<file path="config.mk">
export PLATFORM = sky130hd
export DESIGN_NAME = usb_rx
export DESIGN_NICKNAME = d
export VERILOG_FILES = /design/src/usb_rx_pkg.sv /design/src/usb_rx.sv /design/src/usb_rx_control_fsm.sv /design/src/usb_rx_crc_check.sv /design/src/usb_rx_line_decoder.sv /design/src/usb_rx_shift_reg.sv
export VERILOG_INCLUDE_DIRS = /design/src
export SDC_FILE = /design/constraint.sdc
export NUM_CORES = 1
export LEC_CHECK = 0
export BUFFER_PORTS_ARGS = -buffer_cell sky130_fd_sc_hd__buf_4
export CORE_ASPECT_RATIO = 1.5
export CORE_MARGIN = 1.5
export CORE_UTILIZATION = 65
export DETAILED_ROUTE_END_ITERATION = 8
export PLACE_DENSITY = 0.95
export SLEW_MARGIN = 5
export SYNTH_ARGS = -nofsm -noshare
export SYNTH_HDL_FRONTEND = slang
export SYNTH_HIERARCHICAL = 1
export SYNTH_SLANG_ARGS = --single-unit
</file>
<file path="constraint.sdc">
create_clock -name clk -period 2.9 [get_ports clk]
set_input_delay 0.435 -clock clk [delete_from_list [all_inputs] [get_ports clk]]
set_output_delay 0.435 -clock clk [all_outputs]
set_load 0.02 [all_outputs]
</file>
<file path="src/usb_rx_consts.svh">
// Macros for USB receive: PID codes, sync byte, CRC residues and bit timing.
`ifndef USB_RX_CONSTS_SVH
`define USB_RX_CONSTS_SVH

// ############################################################
// Bit timing
// ############################################################
`define USB_CLKS_PER_BIT 8
`define USB_SAMPLE_POINT (`USB_CLKS_PER_BIT / 2)  // Mid-bit.
`define USB_MAX_ONES 6

// KJKJKJKK on the wire, decoded LSB first.
`define USB_SYNC_BYTE 8'h80

// PID bytes as received, check nibble on top.
`define USB_PID_OUT   8'hE1
`define USB_PID_IN    8'h69
`define USB_PID_DATA0 8'hC3
`define USB_PID_DATA1 8'h4B
`define USB_PID_ACK   8'hD2
`define USB_PID_NAK   8'h5A

// Register contents after a good packet.
`define USB_CRC5_RESIDUE  5'b01100
`define USB_CRC16_RESIDUE 16'h800D

`endif

</file>
<file path="src/usb_rx_pkg.sv">
// Package with the shared vector typedefs, packet kinds and the bit-stream struct.
package usb_rx_pkg;

  typedef logic [7:0] byte_t;
  typedef logic [6:0] dev_addr_t;
  typedef logic [15:0] sr_word_t;

  // Reported once per packet.
  typedef enum logic [2:0] {
    pkt_idle,
    pkt_data,
    pkt_out,
    pkt_in,
    pkt_ack,
    pkt_nak,
    pkt_bad
  } packet_kind_t;

  // Decoded line bit.
  typedef struct packed {
    logic valid;  // One pulse per unstuffed bit.
    logic value;
    logic eop;    // One pulse at end of packet.
  } rx_bit_t;

endpackage

</file>
<file path="src/usb_rx.sv">
// Top of the USB full-speed receive path.
`timescale 1ns/1ns

module usb_rx (
  input  logic                     clk,
  input  logic                     n_rst,
  input  logic                     d_plus,
  input  logic                     d_minus,
  input  usb_rx_pkg::dev_addr_t    dev_addr,
  output usb_rx_pkg::packet_kind_t rx_pid,
  output usb_rx_pkg::byte_t        rx_data,
  output logic                     rx_data_valid
);

  usb_rx_pkg::rx_bit_t rx_bit;
  usb_rx_pkg::sr_word_t sr_val;
  logic byte_done;
  logic clear_crc;
  logic pass_5_bit;
  logic pass_16_bit;

  usb_rx_line_decoder i_line_decoder (
    .clk     (clk),
    .n_rst   (n_rst),
    .d_plus  (d_plus),
    .d_minus (d_minus),
    .rx_bit  (rx_bit)
  );

  usb_rx_shift_reg i_shift_reg (
    .clk       (clk),
    .n_rst     (n_rst),
    .rx_bit    (rx_bit),
    .sr_val    (sr_val),
    .byte_done (byte_done)
  );

  usb_rx_crc_check i_crc_check (
    .clk         (clk),
    .n_rst       (n_rst),
    .rx_bit      (rx_bit),
    .clear_crc   (clear_crc),
    .pass_5_bit  (pass_5_bit),
    .pass_16_bit (pass_16_bit)
  );

  usb_rx_control_fsm i_control_fsm (
    .clk           (clk),
    .n_rst         (n_rst),
    .rx_bit        (rx_bit),
    .sr_val        (sr_val),
    .byte_done     (byte_done),
    .pass_5_bit    (pass_5_bit),
    .pass_16_bit   (pass_16_bit),
    .dev_addr      (dev_addr),
    .clear_crc     (clear_crc),
    .rx_pid        (rx_pid),
    .rx_data       (rx_data),
    .rx_data_valid (rx_data_valid)
  );

endmodule

</file>
<file path="src/usb_rx_control_fsm.sv">
// Packet decoder FSM with PID check, address match, CRC check and payload output.
`timescale 1ns/1ns
`include "usb_rx_consts.svh"

module usb_rx_control_fsm (
  input  logic                     clk,
  input  logic                     n_rst,
  input  usb_rx_pkg::rx_bit_t      rx_bit,
  input  usb_rx_pkg::sr_word_t     sr_val,
  input  logic                     byte_done,
  input  logic                     pass_5_bit,
  input  logic                     pass_16_bit,
  input  usb_rx_pkg::dev_addr_t    dev_addr,
  output logic                     clear_crc,
  output usb_rx_pkg::packet_kind_t rx_pid,
  output usb_rx_pkg::byte_t        rx_data,
  output logic                     rx_data_valid
);

  typedef enum logic [3:0] {
    idle, sync, pid_wait, check_pid, token, read_token, crc5,
    data, read_data, crc16, hs_eop, report, bad
  } state_t;

  state_t state;
  state_t next_state;
  usb_rx_pkg::packet_kind_t kind_q;
  usb_rx_pkg::packet_kind_t next_kind;
  usb_rx_pkg::packet_kind_t next_rx_pid;
  usb_rx_pkg::byte_t pid;
  usb_rx_pkg::byte_t last_byte;  // Older byte at the previous strobe.
  logic mid_byte;
  logic emit;

  assign pid = sr_val[15:8];
  assign clear_crc = (state == sync) || (state == pid_wait) || (state == check_pid);
  assign emit = (state == crc16) && byte_done;  // Byte two back is payload.

  // ############################################################
  // Next state
  // ############################################################
  always_comb begin
    next_state = state;
    next_kind = kind_q;
    next_rx_pid = usb_rx_pkg::pkt_idle;
    case (state)
      idle: if (byte_done) next_state = sync;
      sync: next_state = (pid == `USB_SYNC_BYTE) ? pid_wait : idle;
      pid_wait: begin
        if (rx_bit.eop) next_state = idle;
        else if (byte_done) next_state = check_pid;
      end
      check_pid: begin
        next_state = idle;  // Unknown or bad check nibble.
        case (pid)
          `USB_PID_IN: begin
            next_state = token;
            next_kind = usb_rx_pkg::pkt_in;
          end
          `USB_PID_OUT: begin
            next_state = token;
            next_kind = usb_rx_pkg::pkt_out;
          end
          `USB_PID_DATA0, `USB_PID_DATA1: begin
            next_state = data;
            next_kind = usb_rx_pkg::pkt_data;
          end
          `USB_PID_ACK: begin
            next_state = hs_eop;
            next_kind = usb_rx_pkg::pkt_ack;
          end
          `USB_PID_NAK: begin
            next_state = hs_eop;
            next_kind = usb_rx_pkg::pkt_nak;
          end
          default: ;
        endcase
      end
      token, data: begin
        if (rx_bit.eop) next_state = bad;
        else if (byte_done) next_state = (state == token) ? read_token : read_data;
      end
      read_token: begin
        if (rx_bit.eop) next_state = bad;
        else if (byte_done) next_state = crc5;
      end
      crc5: begin
        if (byte_done) begin
          next_state = bad;  // Token too long.
        end else if (rx_bit.eop) begin
          if (mid_byte || !pass_5_bit) next_state = bad;
          else if (sr_val[6:0] == dev_addr) next_state = report;
          else next_state = idle;
        end
      end
      read_data: begin
        if (rx_bit.eop) next_state = bad;
        else if (byte_done) next_state = crc16;
      end
      crc16: begin
        if (rx_bit.eop) begin
          next_state = idle;
          next_rx_pid = (pass_16_bit && !mid_byte) ? usb_rx_pkg::pkt_data
                                                   : usb_rx_pkg::pkt_bad;
        end
      end
      hs_eop: begin
        if (byte_done) next_state = bad;
        else if (rx_bit.eop) next_state = mid_byte ? bad : report;
      end
      report: begin
        next_rx_pid = kind_q;
        next_state = idle;
      end
      bad: begin
        next_rx_pid = usb_rx_pkg::pkt_bad;
        next_state = idle;
      end
      default: next_state = idle;
    endcase
  end

  // ############################################################
  // Registers
  // ############################################################
  always_ff @(posedge clk, negedge n_rst) begin
    if (!n_rst) begin
      state <= idle;
      kind_q <= usb_rx_pkg::pkt_idle;
      rx_pid <= usb_rx_pkg::pkt_idle;
      rx_data_valid <= 1'b0;
      mid_byte <= 1'b0;
    end else begin
      state <= next_state;
      kind_q <= next_kind;
      rx_pid <= next_rx_pid;
      rx_data_valid <= emit;
      if (rx_bit.eop || byte_done) mid_byte <= 1'b0;
      else if (rx_bit.valid) mid_byte <= 1'b1;  // Partial byte pending.
    end
  end

  always_ff @(posedge clk) begin
    if (byte_done) last_byte <= sr_val[7:0];
    if (emit) rx_data <= last_byte;
  end

  assert property (@(posedge clk) disable iff (!n_rst)
    (rx_pid != usb_rx_pkg::pkt_idle) |=> (rx_pid == usb_rx_pkg::pkt_idle));

endmodule

</file>
<file path="src/usb_rx_crc_check.sv">
// Serial CRC5 and CRC16 checkers with residue compare.
`timescale 1ns/1ns
`include "usb_rx_consts.svh"

module usb_rx_crc_check (
  input  logic                clk,
  input  logic                n_rst,
  input  usb_rx_pkg::rx_bit_t rx_bit,
  input  logic                clear_crc,
  output logic                pass_5_bit,
  output logic                pass_16_bit
);

  logic [4:0] crc5;
  logic [15:0] crc16;
  logic fb5;
  logic fb16;

  assign fb5 = crc5[4] ^ rx_bit.value;
  assign fb16 = crc16[15] ^ rx_bit.value;

  // ############################################################
  // LFSRs
  // ############################################################
  always_ff @(posedge clk, negedge n_rst) begin
    if (!n_rst) begin
      crc5 <= '1;
      crc16 <= '1;
    end else if (clear_crc) begin
      crc5 <= '1;
      crc16 <= '1;
    end else if (rx_bit.valid) begin
      // x^5 + x^2 + 1.
      crc5 <= {crc5[3:0], 1'b0} ^ (fb5 ? 5'b00101 : 5'b00000);
      // x^16 + x^15 + x^2 + 1.
      crc16 <= {crc16[14:0], 1'b0} ^ (fb16 ? 16'h8005 : 16'h0000);
    end
  end

  assign pass_5_bit = (crc5 == `USB_CRC5_RESIDUE);
  assign pass_16_bit = (crc16 == `USB_CRC16_RESIDUE);

endmodule

</file>
<file path="src/usb_rx_line_decoder.sv">
// Line decoder: D+/D- synchronizer, bit sampler, NRZI decode, unstuffing and EOP.
`timescale 1ns/1ns
`include "usb_rx_consts.svh"

module usb_rx_line_decoder (
  input  logic                clk,
  input  logic                n_rst,
  input  logic                d_plus,
  input  logic                d_minus,
  output usb_rx_pkg::rx_bit_t rx_bit
);

  localparam int PHASE_W = $clog2(`USB_CLKS_PER_BIT);
  localparam int ONES_W = $clog2(`USB_MAX_ONES + 1);

  logic [1:0] sync1;  // {d_plus, d_minus}
  logic [1:0] sync2;
  logic [1:0] line_q;
  logic [PHASE_W-1:0] phase;
  logic [ONES_W-1:0] ones_cnt;
  logic [1:0] se0_cnt;
  logic sample;
  logic se0;
  logic bit_val;
  logic last_level;
  logic active;

  // ############################################################
  // Synchronizer and bit phase
  // ############################################################
  always_ff @(posedge clk, negedge n_rst) begin
    if (!n_rst) begin
      sync1 <= 2'b10;  // Idle J.
      sync2 <= 2'b10;
      line_q <= 2'b10;
    end else begin
      sync1 <= {d_plus, d_minus};
      sync2 <= sync1;
      line_q <= sync2;
    end
  end

  always_ff @(posedge clk, negedge n_rst) begin
    if (!n_rst) begin
      phase <= '0;
    end else if (sync2 != line_q) begin
      phase <= '0;  // Re-phase on every transition.
    end else if (phase == PHASE_W'(`USB_CLKS_PER_BIT - 1)) begin
      phase <= '0;
    end else begin
      phase <= phase + 1'b1;
    end
  end

  assign sample = (phase == PHASE_W'(`USB_SAMPLE_POINT));
  assign se0 = (line_q == 2'b00);
  assign bit_val = (line_q[1] == last_level);  // No change is a one.

  // ############################################################
  // NRZI, unstuffing and EOP
  // ############################################################
  always_ff @(posedge clk, negedge n_rst) begin
    if (!n_rst) begin
      rx_bit <= '0;
      last_level <= 1'b1;
      active <= 1'b0;
      se0_cnt <= '0;
      ones_cnt <= '0;
    end else begin
      rx_bit <= '0;
      if (sample) begin
        if (se0) begin
          if (se0_cnt != 2'd2) se0_cnt <= se0_cnt + 1'b1;
        end else if (se0_cnt == 2'd2) begin
          rx_bit.eop <= line_q[1];  // J closes the EOP.
          se0_cnt <= '0;
          active <= 1'b0;
          ones_cnt <= '0;
          last_level <= line_q[1];
        end else if (active || !line_q[1]) begin
          // First K wakes the receiver.
          se0_cnt <= '0;
          active <= 1'b1;
          last_level <= line_q[1];
          if (ones_cnt == ONES_W'(`USB_MAX_ONES)) begin
            ones_cnt <= '0;  // Stuffed zero dropped.
          end else begin
            rx_bit.valid <= 1'b1;
            rx_bit.value <= bit_val;
            ones_cnt <= bit_val ? ones_cnt + 1'b1 : '0;
          end
        end else begin
          se0_cnt <= '0;
        end
      end
    end
  end

  // Re-phasing never packs bit strobes closer than half a bit.
  assert property (@(posedge clk) disable iff (!n_rst)
    rx_bit.valid |=> !rx_bit.valid [*4]);

endmodule

</file>
<file path="src/usb_rx_shift_reg.sv">
// Receive shift register with bit counter and byte strobe.
`timescale 1ns/1ns

module usb_rx_shift_reg (
  input  logic                 clk,
  input  logic                 n_rst,
  input  usb_rx_pkg::rx_bit_t  rx_bit,
  output usb_rx_pkg::sr_word_t sr_val,
  output logic                 byte_done
);

  logic [2:0] bit_cnt;

  // Newest bit enters at the top.
  always_ff @(posedge clk) begin
    if (rx_bit.valid) begin
      sr_val <= {rx_bit.value, sr_val[15:1]};
    end
  end

  always_ff @(posedge clk, negedge n_rst) begin
    if (!n_rst) begin
      bit_cnt <= '0;
      byte_done <= 1'b0;
    end else begin
      byte_done <= rx_bit.valid && (bit_cnt == 3'd7);
      if (rx_bit.eop) begin
        bit_cnt <= '0;  // Realign for the next packet.
      end else if (rx_bit.valid) begin
        bit_cnt <= bit_cnt + 1'b1;
      end
    end
  end

  assert property (@(posedge clk) disable iff (!n_rst) byte_done |=> !byte_done);

endmodule
</file>
==> flow_summary.json <==
{
  "p_leak_nw": 1.86,
  "ys_ff_latch": 88,
  "antenna_found_initial": 0,
  "end_kind": "flop",
  "outcome": "complete, no violations",
  "synth_fp_nets": 334,
  "clk_pin_slew_ns": 0.10,
  "drt-total-wl_mm": 7.34,
  "firstDrtPassIters": 5,
  "finalHoldViolations": 0,
  "drv_cap": 0,
  "drive_above_1_share": 0.222,
  "cts_sinks": 88,
  "place_area_mm2": 0.00411,
  "synth_top_area_frac": 0.246,
  "critPathKind": "flop to flop",
  "cp-start-kind": "flop",
  "clockBufferDepth": 2,
  "grt_overflow": 0,
  "hold_buffers": 0,
  "area_growth_pct": 10.3,
  "ys_types": 52,
  "final_area_mm2": 0.00431,
  "max_slew.worst_pin.slew_ns": 0.687,
  "ios": 23,
  "synthTopCellsByArea": "edfxtp_1, dfrtp_1, dfstp_2",
  "clk_latency_ns": 0.35,
  "cts_root_buf": "clkbuf_8",
  "first_global_vias": 2624,
  "finalMaxSlewViolations": 0,
  "rsz0062_at_grt": "false",
  "die_h_um": 98.0,
  "crit_fanout": 3,
  "synthMuxAreaShare": 0.0160,
  "drtAntennaViolNets": 0,
  "drc": 0,
  "synth_edf_count": 32,
  "cts_tree": "yes",
  "synth-simple-area-share": 0.153,
  "syn-instance-count": 315,
  "cp.required_ns": 3.15,
  "grt_first_pass_wirelength_mm": 12.3,
  "dp_hpwl_mm": 5.08,
  "avgSynthCellArea_um2": 12.4,
  "power.total_mw": 2.17,
  "whs_ns": 0.101,
  "slew_headroom": 0.542,
  "initial_utilization": 0.675,
  "grtUsageTotal": 0.253,
  "post-route-min-period_ns": 2.02,
  "synth_top_family_by_area": "simple AND/OR/NAND/NOR gates",
  "final_util": 0.745,
  "routedWlPerCell_um": 17.7,
  "arrival_ns": 2.27,
  "synth_compound_area_frac": 0.122,
  "drt_iter0_markers": 198,
  "io_buffers": 22,
  "vdd_drop_max_v": 0.000427,
  "synth_flop_cell": "edfxtp_1",
  "cts_resized": 0,
  "fin_crit_sh": 0.697,
  "die_area_mm2": 0.00650,
  "power_density_mw_per_mm2": 504,
  "synth_xor_area_frac": 0.0403,
  "yosysTopAreaCell": "edfxtp_1",
  "synthArstFlopShare": 0.636,
  "cts_setup_buffers": 0,
  "fin_setup_tns_ns": 0,
  "place_ws_ns": 1.01,
  "core_mm2": 0.00579,
  "routabilityCongestion": 0.862,
  "std_cell_rows": 34,
  "via_count": 2600,
  "syn_area_mm2": 0.00391,
  "final_cell_count_no_fill": 414,
  "synthAdderAreaFrac": 0.0282,
  "max_freq_ghz": 0.495,
  "fin_skew_ns": 0.0115,
  "dieWidth_um": 66.3,
  "setup_slack_ns": 0.880,
  "h-tree-depth": 3,
  "n_antenna_cell": 0,
  "yosys_warnings": 6,
  "grt_max_degree": 57,
  "cts_buffers": 9,
  "setup_viol": 0,
  "avgViaCountPerCell": 6.28,
  "final_nets": 356,
  "dp.cells": 398,
  "hold_class": "input pin to asynchronous set/reset pin",
  "ys_seq_area_frac": 0.613
}
## per-layer routing
layer	vias up	GRT usage	share of wire
met1	1266	0.286	0.36
li1	1190	-	-
met2	112	0.428	0.55
met3	32	0.0518	0.052
met5	-	0	0
met4	0	0.152	0.037
## cell usage after synthesis (2+ instances only)
library cell and count:
mux2_2 2, nor2b_1 20, xor2_1 12, o21ai_0 14, a211o_1 18, a21o_1 2
nor4_1 7, nor3_1 7, nor3b_1 3, a22o_1 2, ha_1 8, a31oi_1 7
nand2_1 18, nand4_1 2, xnor2_1 6, o31ai_1 2, dfstp_2 25, nand2b_1 2
a41oi_1 2, mux2i_1 4, a21oi_1 12, dfrtp_1 31, edfxtp_1 32, clkbuf_1 3
and2_1 6, o21ai_1 2, buf_4 2, and3b_2 2, inv_1 10, nor2_1 20
o211ai_1 2, nand4b_1 3, and4b_1 2, buf_2 7
## layout make-up
cell class              instances  area (um2)
fillers                       379        1480
repair buffers                 24         180
flip-flops and latches         88        2390
clock buffers                   9         124
clock inverters                 7        75.1
well taps                      72        90.1
multi-input cells             204        1410
inverters                      10        37.5
## registers in the layout, indices dropped and copies added, names as in the netlist, 2 cells and up
signal	flops
i_shift_reg/bit_cnt	3
i_control_fsm/last_byte	8
i_line_decoder/se0_cnt	2
i_line_decoder/phase	3
i_line_decoder/sync2	2
i_line_decoder/sync1	2
i_crc_check/crc5	5
i_control_fsm/rx_pid	3
i_crc_check/crc16	16
i_line_decoder/line_q	2
i_control_fsm/state	4
i_control_fsm/rx_data	8
i_line_decoder/rx_bit	3
i_line_decoder/ones_cnt	3
i_shift_reg/sr_val	16
i_control_fsm/kind_q	3
## cells by family after synthesis
kind of cell	after synthesis
multiplexers	6
AO/OA/AOI/OAI	69
XOR/XNOR	18
adder cells (fa/ha/maj)	9
flip-flops	88
buffers and inverters	23
AND/OR/NAND/NOR	102
## worst max-delay path, cell delays in order, from the launching register on
cell	delay, ns
dfstp_2	0.56
and4b_1	0.18
nor3b_1	0.43
a21oi_1	0.16
a31oi_1	0.23
a21oi_1	0.11
a21bo_2	0.23
## power breakdown
group          total [mW]  internal, mW  switching [mW]  leakage [nW]
registers            1.31          1.30          0.0116         0.953
clock network       0.806         0.339           0.468        0.0981
logic              0.0586        0.0236          0.0350         0.809
total                2.17          1.66           0.514          1.86
## cells in the final DEF, fill, tap and decap left out, drive strengths merged, types with 3 or more instances in the layout
master	count
a31oi	7
xnor2	6
nor2b	20
dfrtp	31
nor3	7
edfxtp	32
dfstp	25
o21ai	17
and4b	3
xor2	12
a21oi	12
clkinv	3
a211o	18
ha	8
nor4	7
nor3b	3
nor2	20
buf	24
nand2	18
clkbuf	9
mux2i	4
nand4b	3
and3b	3
and2	7
inv	13
## path summary, 6_finish.rpt
check	from	end	slack [ns]	depth (start not counted)
max reg2reg	i_crc_check/crc5[3]$_DFFE_PN1P_	i_control_fsm/state[3]$_DFFE_PN0P_	0.88	6
min reg2reg	i_line_decoder/sync1[1]$_DFF_PN1_	i_line_decoder/sync2[1]$_DFF_PN1_	0.36	0
max in group asynchronous	n_rst	i_line_decoder/rx_bit[0]$_DFF_PN0_	2.32	1
min in group clk	d_minus	i_line_decoder/sync1[0]$_DFF_PN0_	0.18	1
max	i_crc_check/crc5[3]$_DFFE_PN1P_	i_control_fsm/state[3]$_DFFE_PN0P_	0.88	6
min	n_rst	i_control_fsm/rx_data_valid$_DFF_PN0_	0.10	1
No activity file was read; power rests on OpenSTA's default activity.
